==> config.mk <==
export PLATFORM = sky130hd
export DESIGN_NAME = memory_unit
export DESIGN_NICKNAME = d
export VERILOG_FILES = /design/src/common/mu_pkg.sv /design/src/logic/memory_unit.sv /design/src/logic/mu_decoder.sv /design/src/logic/mu_readback.sv /design/src/spi/spi_channel.sv
export SDC_FILE = /design/constraint.sdc
export NUM_CORES = 1
export LEC_CHECK = 0
export BUFFER_PORTS_ARGS = -buffer_cell sky130_fd_sc_hd__buf_2
export CELL_PAD_IN_SITES_DETAIL_PLACEMENT = 1
export CELL_PAD_IN_SITES_GLOBAL_PLACEMENT = 2
export CORE_AREA = 5 5 144 146
export CTS_BUF_LIST = sky130_fd_sc_hd__clkbuf_4
export CTS_CLUSTER_SIZE = 14
export DETAILED_ROUTE_END_ITERATION = 7
export DIE_AREA = 0 0 149 151
export MAX_ROUTING_LAYER = met4
export PLACE_DENSITY = 0.86
export SLEW_MARGIN = 20
export SYNTH_ARGS = -nofsm -noshare
export SYNTH_HDL_FRONTEND = slang
export SYNTH_SLANG_ARGS = --single-unit
==> constraint.sdc <==
create_clock -name clk -period 8.2 [get_ports clk]
set_input_delay 1.64 -clock clk [delete_from_list [all_inputs] [get_ports clk]]
set_output_delay 1.64 -clock clk [all_outputs]
set_load 0.02 [all_outputs]
==> src/common/mu_pkg.sv <==
/*
 * Memory unit shared definitions
 * Address map of the peripheral I/O window, the decoded select code,
 * the decoded bus request and the per-channel command and status words
 */
`default_nettype none

package mu_pkg;

    // ----------------------------------------
    // Bus and address map
    // ----------------------------------------
    localparam int BUS_ADDR_W = 27;
    localparam int BUS_DATA_W = 32;
    localparam int CHAN_W = 3;
    localparam int OFFSET_W = 5;

    // Word address of SPI channel 0 data register
    localparam logic [BUS_ADDR_W-1:0] IO_BASE = 27'hC02728;

    // Data, chip select, interrupt status
    localparam int REGS_PER_CHAN = 3;

    // Offsets from IO_BASE, past the last possible channel
    localparam logic [OFFSET_W-1:0] GPIO_OFFSET = 5'd15;
    localparam logic [OFFSET_W-1:0] BOOT_OFFSET = 5'd16;

    // ----------------------------------------
    // Decoded access
    // ----------------------------------------
    typedef enum logic [2:0] {
        SEL_NONE,
        SEL_SPI_DATA,
        SEL_SPI_CS,
        SEL_SPI_INT,
        SEL_GPIO,
        SEL_BOOT
    } reg_sel_e;

    typedef struct packed {
        reg_sel_e                sel;
        logic [CHAN_W-1:0]       chan;
        logic                    we;
        logic [BUS_DATA_W-1:0]   wdata;
    } mu_req_t;

    // One per channel, pulses from the decoder
    typedef struct packed {
        logic start;
        logic cs_write;
        logic cs_value;
    } chan_cmd_t;

    typedef struct packed {
        logic [7:0] rx_byte;
        logic       cs;
        logic       irq;
        logic       done;
    } chan_stat_t;

endpackage

`default_nettype wire

==> src/logic/memory_unit.sv <==
/*
 * Memory unit, peripheral I/O
 * CPU start/done bus into a bank of byte-wide SPI master channels,
 * a 4-bit GPO register, 4 GPI inputs and the boot-mode input
 */
`timescale 1ns/1ns
`default_nettype none

module memory_unit import mu_pkg::*; #(
    parameter int N_SPI             = 4,
    parameter int CLKS_PER_HALF_BIT = 2
) (
    input  wire                     clk,
    input  wire                     reset,

    // CPU bus
    input  wire [BUS_ADDR_W-1:0]    i_bus_addr,
    input  wire [BUS_DATA_W-1:0]    i_bus_data,
    input  wire                     i_bus_we,
    input  wire                     i_bus_start,
    output logic [BUS_DATA_W-1:0]   o_bus_q,
    output logic                    o_bus_done,

    // GPIO and boot
    input  wire [3:0]               i_gpi,
    input  wire                     i_boot_mode,
    output logic [3:0]              o_gpo,

    // SPI channels
    input  wire [N_SPI-1:0]         i_spi_miso,
    input  wire [N_SPI-1:0]         i_spi_irq,
    output logic [N_SPI-1:0]        o_spi_clk,
    output logic [N_SPI-1:0]        o_spi_mosi,
    output logic [N_SPI-1:0]        o_spi_cs
);

    mu_req_t                req;
    chan_cmd_t [N_SPI-1:0]  cmd;
    chan_stat_t [N_SPI-1:0] stat;
    logic                   load;

    mu_decoder #(
        .N_SPI          (N_SPI)
    ) decoder0 (
        .clk            (clk),
        .reset          (reset),
        .i_bus_addr     (i_bus_addr),
        .i_bus_data     (i_bus_data),
        .i_bus_we       (i_bus_we),
        .i_bus_start    (i_bus_start),
        .i_stat         (stat),
        .o_req          (req),
        .o_cmd          (cmd),
        .o_gpo          (o_gpo),
        .o_load         (load),
        .o_bus_done     (o_bus_done)
    );

    // ----------------------------------------
    // Identical SPI channels
    // ----------------------------------------
    for (genvar i = 0; i < N_SPI; i++)
    begin : g_spi
        spi_channel #(
            .CLKS_PER_HALF_BIT  (CLKS_PER_HALF_BIT)
        ) spi0 (
            .clk                (clk),
            .reset              (reset),
            .i_cmd              (cmd[i]),
            .i_wdata            (req.wdata[7:0]),
            .i_miso             (i_spi_miso[i]),
            .i_irq              (i_spi_irq[i]),
            .o_stat             (stat[i]),
            .o_spi_clk          (o_spi_clk[i]),
            .o_spi_mosi         (o_spi_mosi[i]),
            .o_spi_cs           (o_spi_cs[i])
        );
    end

    mu_readback #(
        .N_SPI          (N_SPI)
    ) readback0 (
        .clk            (clk),
        .reset          (reset),
        .i_req          (req),
        .i_stat         (stat),
        .i_gpo          (o_gpo),
        .i_gpi          (i_gpi),
        .i_boot_mode    (i_boot_mode),
        .i_load         (load),
        .o_bus_q        (o_bus_q)
    );

endmodule

`default_nettype wire

==> src/logic/mu_decoder.sv <==
/*
 * Memory unit bus decoder
 * Maps each bus address to a select code and channel, issues one
 * command per access to the SPI channels, owns the GPO register and
 * sequences the load strobe and the done pulse back to the CPU
 */
`timescale 1ns/1ns
`default_nettype none

module mu_decoder import mu_pkg::*; #(
    parameter int N_SPI = 4
) (
    input  wire                         clk,
    input  wire                         reset,
    input  wire [BUS_ADDR_W-1:0]        i_bus_addr,
    input  wire [BUS_DATA_W-1:0]        i_bus_data,
    input  wire                         i_bus_we,
    input  wire                         i_bus_start,
    input  chan_stat_t [N_SPI-1:0]      i_stat,
    output mu_req_t                     o_req,
    output chan_cmd_t [N_SPI-1:0]       o_cmd,
    output logic [3:0]                  o_gpo,
    output logic                        o_load,
    output logic                        o_bus_done
);

    localparam logic [OFFSET_W-1:0] SPI_SPAN = OFFSET_W'(N_SPI * REGS_PER_CHAN);

    typedef enum logic [1:0] {
        IDLE,
        WAIT_XFER,
        FINISH,
        DONE
    } state_e;

    state_e                 state;
    logic [BUS_ADDR_W-1:0]  addr_off;
    logic                   in_window;
    logic                   first;
    logic                   spi_write;
    logic                   xfer_done;

    // ----------------------------------------
    // Address decode
    // ----------------------------------------
    assign addr_off  = i_bus_addr - IO_BASE;
    assign in_window = (i_bus_addr >= IO_BASE) && (addr_off[BUS_ADDR_W-1:OFFSET_W] == '0);

    always_comb
    begin
        logic [OFFSET_W-1:0] idx;
        logic [OFFSET_W-1:0] idx_div;
        logic [OFFSET_W-1:0] idx_mod;

        idx     = addr_off[OFFSET_W-1:0];
        idx_div = idx / OFFSET_W'(REGS_PER_CHAN);
        idx_mod = idx % OFFSET_W'(REGS_PER_CHAN);

        o_req.sel   = SEL_NONE;
        o_req.chan  = '0;
        o_req.we    = i_bus_we;
        o_req.wdata = i_bus_data;

        if (in_window && idx < SPI_SPAN)
        begin
            o_req.chan = idx_div[CHAN_W-1:0];
            case (idx_mod)
                5'd0:    o_req.sel = SEL_SPI_DATA;
                5'd1:    o_req.sel = SEL_SPI_CS;
                default: o_req.sel = SEL_SPI_INT;
            endcase
        end
        else if (in_window && idx == GPIO_OFFSET)
        begin
            o_req.sel = SEL_GPIO;
        end
        else if (in_window && idx == BOOT_OFFSET)
        begin
            o_req.sel = SEL_BOOT;
        end
    end

    // Commands fire only on the cycle the access is first seen
    // Start is still held in the cycle after done
    assign first     = (state == IDLE) && i_bus_start && !o_bus_done;
    assign spi_write = (o_req.sel == SEL_SPI_DATA) && o_req.we;

    always_comb
    begin
        for (int i = 0; i < N_SPI; i++)
        begin
            o_cmd[i].start    = first && spi_write && (o_req.chan == CHAN_W'(i));
            o_cmd[i].cs_write = first && (o_req.sel == SEL_SPI_CS) && o_req.we
                                && (o_req.chan == CHAN_W'(i));
            o_cmd[i].cs_value = o_req.wdata[0];
        end
    end

    // ----------------------------------------
    // Completion sequencing
    // ----------------------------------------
    assign xfer_done = i_stat[o_req.chan].done;
    assign o_load    = (state == FINISH) || ((state == WAIT_XFER) && xfer_done);

    always_ff @(posedge clk)
    begin
        if (reset)
        begin
            state      <= IDLE;
            o_bus_done <= 1'b0;
            o_gpo      <= 4'd0;
        end
        else
        begin
            // Done follows the single DONE cycle
            o_bus_done <= (state == DONE);

            case (state)
                IDLE:
                begin
                    if (first)
                    begin
                        if (o_req.sel == SEL_GPIO && o_req.we)
                            o_gpo <= o_req.wdata[7:4];
                        state <= spi_write ? WAIT_XFER : FINISH;
                    end
                end
                WAIT_XFER:
                begin
                    if (xfer_done)
                        state <= DONE;
                end
                FINISH:
                begin
                    state <= DONE;
                end
                default:
                begin
                    state <= IDLE;
                end
            endcase
        end
    end

endmodule

`default_nettype wire

==> src/logic/mu_readback.sv <==
/*
 * Memory unit read-back
 * Picks the read word by select code and channel and
 * holds it for the bus until the next access completes
 */
`timescale 1ns/1ns
`default_nettype none

module mu_readback import mu_pkg::*; #(
    parameter int N_SPI = 4
) (
    input  wire                         clk,
    input  wire                         reset,
    input  mu_req_t                     i_req,
    input  chan_stat_t [N_SPI-1:0]      i_stat,
    input  wire [3:0]                   i_gpo,
    input  wire [3:0]                   i_gpi,
    input  wire                         i_boot_mode,
    input  wire                         i_load,
    output logic [BUS_DATA_W-1:0]       o_bus_q
);

    logic [BUS_DATA_W-1:0] rd_word;
    chan_stat_t            chan_stat;

    assign chan_stat = i_stat[i_req.chan];

    always_comb
    begin
        case (i_req.sel)
            SEL_SPI_DATA: rd_word = BUS_DATA_W'(chan_stat.rx_byte);
            SEL_SPI_CS:   rd_word = BUS_DATA_W'(chan_stat.cs);
            SEL_SPI_INT:  rd_word = BUS_DATA_W'(chan_stat.irq);
            // GPO in the upper nibble, as written
            SEL_GPIO:     rd_word = BUS_DATA_W'({i_gpo, i_gpi});
            SEL_BOOT:     rd_word = BUS_DATA_W'(i_boot_mode);
            default:      rd_word = '0;
        endcase
    end

    always_ff @(posedge clk)
    begin
        if (reset)
            o_bus_q <= '0;
        else if (i_load)
            o_bus_q <= rd_word;
    end

endmodule

`default_nettype wire

==> src/spi/spi_channel.sv <==
/*
 * SPI channel
 * Mode 0 byte master, MSB first, with its own chip-select register
 * and a two-flop synchronizer on the device interrupt input
 */
`timescale 1ns/1ns
`default_nettype none

module spi_channel import mu_pkg::*; #(
    parameter int CLKS_PER_HALF_BIT = 2
) (
    input  wire         clk,
    input  wire         reset,
    input  chan_cmd_t   i_cmd,
    input  wire [7:0]   i_wdata,
    input  wire         i_miso,
    input  wire         i_irq,
    output chan_stat_t  o_stat,
    output logic        o_spi_clk,
    output logic        o_spi_mosi,
    output logic        o_spi_cs
);

    localparam int CNT_W = (CLKS_PER_HALF_BIT > 1) ? $clog2(CLKS_PER_HALF_BIT) : 1;
    localparam logic [CNT_W-1:0] CNT_LAST = CNT_W'(CLKS_PER_HALF_BIT - 1);

    logic               busy;
    logic [CNT_W-1:0]   clk_cnt;
    logic [3:0]         edge_cnt;
    logic               spi_clk_q;
    logic [7:0]         tx_q;
    logic [7:0]         rx_q;
    logic               done_q;
    logic               cs_q;
    logic               irq_meta;
    logic               irq_sync;

    // ----------------------------------------
    // Shift engine
    // ----------------------------------------
    always_ff @(posedge clk)
    begin
        if (reset)
        begin
            busy      <= 1'b0;
            clk_cnt   <= '0;
            edge_cnt  <= 4'd0;
            spi_clk_q <= 1'b0;
            done_q    <= 1'b0;
        end
        else
        begin
            done_q <= 1'b0;

            if (!busy)
            begin
                // Held start from an ongoing access cannot reach here busy
                if (i_cmd.start)
                begin
                    busy     <= 1'b1;
                    clk_cnt  <= '0;
                    edge_cnt <= 4'd0;
                end
            end
            else if (clk_cnt == CNT_LAST)
            begin
                clk_cnt   <= '0;
                spi_clk_q <= ~spi_clk_q;
                edge_cnt  <= edge_cnt + 4'd1;
                // Sixteenth edge returns the clock low
                if (edge_cnt == 4'd15)
                begin
                    busy   <= 1'b0;
                    done_q <= 1'b1;
                end
            end
            else
            begin
                clk_cnt <= clk_cnt + CNT_W'(1);
            end
        end
    end

    // Payload shifters, MOSI changes on falling edges only
    always_ff @(posedge clk)
    begin
        if (!busy && i_cmd.start)
            tx_q <= i_wdata;
        else if (busy && clk_cnt == CNT_LAST && spi_clk_q)
            tx_q <= {tx_q[6:0], 1'b0};

        if (busy && clk_cnt == CNT_LAST && !spi_clk_q)
            rx_q <= {rx_q[6:0], i_miso};
    end

    // ----------------------------------------
    // Chip select and interrupt
    // ----------------------------------------
    always_ff @(posedge clk)
    begin
        if (reset)
        begin
            cs_q     <= 1'b1;
            irq_meta <= 1'b0;
            irq_sync <= 1'b0;
        end
        else
        begin
            if (i_cmd.cs_write)
                cs_q <= i_cmd.cs_value;
            irq_meta <= i_irq;
            irq_sync <= irq_meta;
        end
    end

    assign o_spi_clk  = spi_clk_q;
    assign o_spi_mosi = tx_q[7];
    assign o_spi_cs   = cs_q;

    assign o_stat.rx_byte = rx_q;
    assign o_stat.cs      = cs_q;
    assign o_stat.irq     = irq_sync;
    assign o_stat.done    = done_q;

endmodule

`default_nettype wire

### Word level (Yosys, flattened, before mapping)

Index checks and enable logic that the tools add are counted.

* $add $sub $neg: 9
* multiply operators: 0
* divide/modulo/power cells: 2
* $lt $le $gt $ge: 3
* equal/unequal tests: 24
* shifts and indexed selects: 0
* multiplexer cells: 64
* bitwise gates (word level): 12
* reductions and logical operators: 72

Operator list (count)
* $mux 8: 8
* $mux 4: 12
* $pmux 8 s5: 1
* $logic_and 1x1->1: 36
* $mux 1: 32
* $ge 27x24->1 const B: 1
* $sub 27x24->27 const B: 1
* $bmux 11 s2: 1
* $logic_not 22->1: 1
* $reduce_and 2->1: 9
* $add 4x1->4 const B: 4
* $eq 4x4->1 const B: 4
* $reduce_bool 2->1: 8
* $eq 3x2->1 const B: 4
* $mux 3: 4
* $not 1->1: 12
* $reduce_or 3->1: 4
* $mux 11: 1
* $logic_not 1->1: 9
* $ne 2x2->1 const B: 4
* $eq 3x1->1 const B: 2
* $eq 3x3->1 const B: 2
* $mux 2: 3
* $pmux 2 s3: 1
* other kinds (17): 22

* bits in registers: 147
* bits in latches: 0
* bits in writable memories: 0
* bits in read-only memories: 0
* input port bits: 76
* output and inout bits: 49
* logic and storage cells: 230
* memories: 0

### Logic depth before layout (Yosys ltp)

* depth in word-level cells: 13
* mapped depth: 23
* gate-level depth less buffers: 18

### Hierarchy

From an unflattened synthesis, not the netlist that was laid out.

* cells, all modules: 664
* area total of the unflattened synthesis: 7065.5 um^2

By module, submodules not included
* spi_channel: times used 4, cells an instance 72, area an instance 1033.5 um^2, seq. area each 700.7 um^2
* mu_decoder: times used 1, cells an instance 286, area an instance 2072.0 um^2, seq. area each 140.1 um^2
* mu_readback: times used 1, cells an instance 90, area an instance 859.6 um^2, seq. area each 160.2 um^2

### Worst setup path after synthesis

Ideal clock, no wire load.

* kind: input to register
* start point: in i_bus_addr[3]
* end point: reg g_spi[1].spi0.tx_q[1], data pin
* setup time: 0.260 ns
* arrival time: 6.099 ns
* required time: 7.940 ns
* slack: 1.841 ns
* stages: 20
* buffers on the path: 5
* path through: buf_2 buf_2 inv_1 ha_1 buf_2 inv_1 ha_1 buf_2 nand2b_1 nand3b_1 o221ai_1 ha_1 or4_1 and4_1 a211oi_1 a32oi_1 or3_4 or3_4 buf_6 mux2_4

* longest elaborated chain between the ends: 13
* elaborated cells between the ends (all ways): 26
* those cells by class: 1 x add/sub; 2 x div; 2 x order compare; 5 x eq/ne; 6 x mux; 10 x reduce/logical

Ends and longest elaborated chain
* from (decl): RTL line memory_unit.sv:17 `input wire [BUS_ADDR_W-1:0] i_bus_addr,`
* branches (longest 10 deep; another with $sub 27x24->27)
* $logic_and 1x1->1 (*): RTL line mu_decoder.sv:92 `o_cmd[i].start = first && spi_write && (o_req.chan == CHAN_W'(i));`
* $logic_and 1x1->1 (*): RTL line spi_channel.sv:87 `if (!busy && i_cmd.start)`
* $mux 8 (*): RTL line spi_channel.sv:87
* to (signal assigned): RTL line spi_channel.sv:88 `tx_q <= i_wdata;`
* to (signal assigned): RTL line spi_channel.sv:90 `tx_q <= {tx_q[6:0], 1'b0};`
* to (decl): RTL line spi_channel.sv:31 `logic [7:0] tx_q;`

Every way passes the cells marked *.
A chain may end at the register's enable or synchronous reset.

### Worst setup path after layout

* start point: in i_bus_addr[3]
* end point: reg g_spi[3].spi0.tx_q[2], enable pin

* longest elaborated chain between the ends: 13
* elaborated cells between the ends (all ways): 26
* those cells by class: 1 x add/sub; 2 x div; 2 x order compare; 5 x eq/ne; 5 x mux; 11 x reduce/logical

Ends and longest elaborated chain (RTL line)
* branches (longest 10 deep; another with $sub 27x24->27)
* $logic_and 1x1->1 (*): mu_decoder.sv:92
* $logic_and 1x1->1 (*): spi_channel.sv:87
* $reduce_bool 2->1 (no line) (*)
* to (signal assigned): spi_channel.sv:88
* to (signal assigned): spi_channel.sv:90
* to (decl): spi_channel.sv:31

Marks and branches as above.

==> impl_metrics.prom <==
# TYPE chip_impl_metric gauge
chip_impl_metric{name="signal_arrival_time_at_the_worst_endpoint",unit="ns"} 7.08
chip_impl_metric{name="cell_internal_pwr",unit="mW"} 0.950
chip_impl_metric{name="share_comb_of_total_power",unit=""} 0.187
chip_impl_metric{name="clock_skew",unit="ns"} 0.0209
chip_impl_metric{name="synth_seq_cells",unit=""} 123
chip_impl_metric{name="hold_viol_final",unit=""} 0
chip_impl_metric{name="ant_nets",unit=""} 0
chip_impl_metric{name="cts_sinks",unit=""} 123
chip_impl_metric{name="grt_pass1_wl",unit="µm"} 29700
chip_impl_metric{name="area_growth",unit="%"} 10.9
chip_impl_metric{name="netlist_instances",unit=""} 669
chip_impl_metric{name="achievable-frequency",unit="MHz"} 145
chip_impl_metric{name="final_standard_cell_count_with_taps_included_and_fillers_excluded",unit=""} 1010
chip_impl_metric{name="min_period",unit="ns"} 6.89
chip_impl_metric{name="cts_buffer_depth",unit=""} 2
chip_impl_metric{name="finalSetupViolations",unit=""} 0
chip_impl_metric{name="dp.final_hpwl",unit="µm"} 14300
chip_impl_metric{name="power_per_cell_area",unit="nW/µm²"} 180
chip_impl_metric{name="via_per_inst",unit=""} 5.30
chip_impl_info{name="min_path_type",value="register to register"} 1
chip_impl_metric{name="post_cts.repair.setup_buffers",unit=""} 0
chip_impl_metric{name="starting_utilization_of_the_core_area",unit=""} 0.353
chip_impl_metric{name="hold_buffers",unit=""} 0
chip_impl_info{name="synth_largest_area_cell",value="edfxtp_1"} 1
chip_impl_metric{name="die_area",unit="µm²"} 22500
chip_impl_metric{name="die-width",unit="µm"} 149
chip_impl_metric{name="cp_max_fo",unit=""} 19
chip_impl_metric{name="synth-warning-count",unit=""} 0
chip_impl_metric{name="edff_count_synth",unit=""} 64
chip_impl_metric{name="post_synthesis_average_cell_area",unit="µm²"} 10.2
chip_impl_info{name="cts_tree",value="built"} 1
chip_impl_metric{name="numCtsBuffers",unit=""} 17
chip_impl_metric{name="io_buffer_count",unit=""} 76
chip_impl_metric{name="worst-endpoint-required",unit="ns"} 8.39
chip_impl_metric{name="vias",unit=""} 5350
chip_impl_metric{name="power.share.clock",unit=""} 0.331
chip_impl_metric{name="synthArstFlopShare",unit=""} 0
chip_impl_metric{name="grt.overflow.total",unit=""} 0
chip_impl_info{name="postSynth.topFlopCell",value="edfxtp_1"} 1
chip_impl_info{name="critical_path.endpoint_type",value="register"} 1
chip_impl_metric{name="clkTransAtPathRegs",unit="ns"} 0.11
chip_impl_metric{name="worst_slew_margin_relative_to_its_limit",unit=""} 0.372
chip_impl_metric{name="globalRouteTotalUtil",unit=""} 0.171
chip_impl_info{name="timing.critical_path.from_type",value="primary input"} 1
chip_impl_metric{name="share_of_total_power_consumed_by_net_switching",unit=""} 0.300
chip_impl_metric{name="placed_cells_incl_taps",unit=""} 976
chip_impl_metric{name="synth_cell_type_count",unit=""} 90
chip_impl_metric{name="power.switching",unit="mW"} 0.408
chip_impl_metric{name="cap_viol_max_count",unit=""} 0
chip_impl_metric{name="antenna_found_initial",unit=""} 2
chip_impl_metric{name="grt_start_max_net_pins",unit=""} 51
chip_impl_metric{name="power_leakage",unit="nW"} 2.82
chip_impl_metric{name="total_nets_final",unit=""} 819
chip_impl_metric{name="ctsHtreeMaxLevel",unit=""} 4
chip_impl_metric{name="synth_top_area_share",unit=""} 0.283
chip_impl_metric{name="layout-drive-gt1-share",unit=""} 0.218
chip_impl_metric{name="setup_total_negative_slack",unit="ns"} 0
chip_impl_metric{name="floorplan.io_pins",unit=""} 125
chip_impl_info{name="synthMostInstantiatedCell",value="edfxtp_1"} 1
chip_impl_metric{name="detailedRoute.firstIterationViolations",unit=""} 385
chip_impl_metric{name="clock_insertion_delay_worst_skew",unit="ns"} 0.54
chip_impl_metric{name="placementRows",unit=""} 51
chip_impl_metric{name="route.final.wire_length",unit="µm"} 18500
chip_impl_metric{name="sequentialPowerShare",unit=""} 0.481
chip_impl_metric{name="gp_routability_congestion",unit=""} 0.835
chip_impl_info{name="yosys-top-cells-count",value="64 x edfxtp_1, 63 x nand2_1, 59 x dfxtp_1"} 1
chip_impl_info{name="cts.root.buffer_cell",value="clkbuf_4"} 1
chip_impl_info{name="rsz_0062_raised_after_global_routing",value="no"} 1
chip_impl_metric{name="synth_seq_area_share",unit=""} 0.456
chip_impl_metric{name="min_period_over_period",unit=""} 0.840
chip_impl_metric{name="drt_drc_violations_left",unit=""} 0
chip_impl_metric{name="coreArea",unit="µm²"} 19300
chip_impl_info{name="largest_cells_by_area_after_synthesis",value="edfxtp_1 28%, dfxtp_1 17%, buf_4 4.0%"} 1
chip_impl_metric{name="dr.pass1.iters",unit=""} 4
chip_impl_metric{name="grt_pass1_vias",unit=""} 5670
chip_impl_metric{name="cts_repair_resize_count",unit=""} 0
chip_impl_metric{name="chipHeight",unit="µm"} 151
chip_impl_info{name="crit_type",value="primary input to register"} 1
chip_impl_metric{name="peakVddDrop",unit="mV"} 0.0748
chip_impl_info{name="status",value="complete, no violations"} 1
chip_impl_metric{name="syn_area",unit="µm²"} 6800
chip_impl_metric{name="report.final.slew_viol_count",unit=""} 0
chip_impl_metric{name="post_drt_wl_per_cell",unit="µm"} 18.3
chip_impl_metric{name="timing_worst_slew_pin_value",unit="ns"} 0.942
## critical path, cell delays in order
cell	delay [ns]
buf_2	0.28
inv_1	0.12
ha_1	0.54
inv_1	0.12
ha_1	0.42
nand2b_1	0.28
nand3b_1	0.12
o221ai_1	0.12
ha_1	0.38
or4_1	0.47
and4_1	0.26
and3b_1	0.22
mux2_1	0.31
a32oi_1	0.57
or3_4	0.28
or3_1	0.51
nand2_1	0.42
## per-stage QoR
stage | hold slack (ns) | utilization | instance area [µm²] | setup slack [ns] | total power [mW]
floorplan | 0.414 | - | 6890 | 1.84 | 0.847
global placement | 0.429 | 0.376 | 7240 | 1.07 | 0.907
detailed placement | 0.428 | 0.376 | 7240 | 0.769 | 0.920
CTS | 0.453 | 0.391 | 7530 | 1.35 | 1.37
global route | 0.467 | 0.391 | 7540 | 0.930 | 1.43
finish | 0.451 | 0.391 | 7540 | 1.31 | 1.36
## kinds of logic (layout without fill, tap and decap cells)
kind of cell               after synthesis  in the layout  share of synthesized area
and+or+nand+nor                        260            260                      0.210
AOI/OAI and AO/OA                      121            121                      0.128
adders and majority gates               13             13                     0.0239
xor gates and xnor gates                17             17                     0.0230
other                                    1             26                   0.000551
muxes                                   53             53                     0.0898
buffers and inverters                   81            132                     0.0682
DFF                                    123            123                      0.456
## layer usage
| metal | wire length (µm) | up-vias | GRT usage |
|---|---|---|---|
| met2 | 9200 | 126 | 0.286 |
| met5 | 0 | - | - |
| li1 | - | 2531 | - |
| met4 | 230 | 0 | 0.0545 |
| met3 | 922 | 17 | 0.0362 |
| met1 | 8140 | 2676 | 0.208 |
## power by group through the flow
| stage | clock (mW) | sequential, mW | combinational (mW) |
|---|---|---|---|
| floorplan | 0 | 0.667 | 0.181 |
| global route | 0.491 | 0.655 | 0.280 |
| global placement | 0 | 0.667 | 0.241 |
| finish | 0.450 | 0.654 | 0.255 |
| CTS | 0.462 | 0.654 | 0.253 |
| detailed placement | 0 | 0.668 | 0.252 |
## flip-flops by register name, indices dropped and copies added, names as in the netlist
| register | count |
|---|---|
| g_spi.spi0.clk_cnt | 4 |
| g_spi.spi0.o_spi_clk | 4 |
| g_spi.spi0.done_q | 4 |
| decoder0.state | 2 |
| g_spi.spi0.o_spi_cs | 4 |
| decoder0.o_bus_done | 1 |
| g_spi.spi0.rx_q | 32 |
| readback0.o_bus_q | 8 |
| g_spi.spi0.edge_cnt | 16 |
| g_spi.spi0.irq_sync | 4 |
| decoder0.o_gpo | 4 |
| g_spi.spi0.irq_meta | 4 |
| g_spi.spi0.busy | 4 |
| g_spi.spi0.tx_q | 32 |
## area by class of cell
| class | count | area, µm² |
|---|---|---|
| tap | 265 | 332 |
| antenna | 2 | 5.00 |
| clock inverter | 15 | 170 |
| timing repair buffer | 79 | 403 |
| fill | 2248 | 11700 |
| clock buffer | 17 | 128 |
| multi-input combinational | 488 | 3320 |
| inverter | 21 | 78.8 |
| sequential | 123 | 3100 |
## layout by cell type (no fill, tap or decap), types with 6 or more instances in the layout
cell type / count
nor2b_1: 14
mux2_4: 12
nand2b_1: 10
o21ai_1: 10
nor2_1: 50
inv_1: 21
mux2i_1: 25
nand3_1: 32
clkbuf_4: 17
edfxtp_1: 64
buf_2: 76
a21oi_1: 26
mux2_2: 15
dfxtp_1: 59
xor2_1: 6
nor3_1: 24
conb_1: 24
o21ai_0: 21
nand3b_1: 8
xnor2_1: 10
nand2_1: 63
ha_1: 13
## worst paths after layout
kind,start,endpoint,slack [ns],depth (start not counted)
setup reg to reg,decoder0.state[0]$_SDFFE_PP0P_,g_spi[3].spi0.tx_q[2]$_DFFE_PP_,5.22,7
hold reg to reg,g_spi[3].spi0.irq_meta$_SDFF_PP0_,g_spi[3].spi0.irq_sync$_SDFF_PP0_,0.45,1
setup / recovery,i_bus_addr[3],g_spi[3].spi0.tx_q[2]$_DFFE_PP_,1.31,17
hold / removal,g_spi[3].spi0.irq_meta$_SDFF_PP0_,g_spi[3].spi0.irq_sync$_SDFF_PP0_,0.45,1
(Power assumes the default switching activity.)
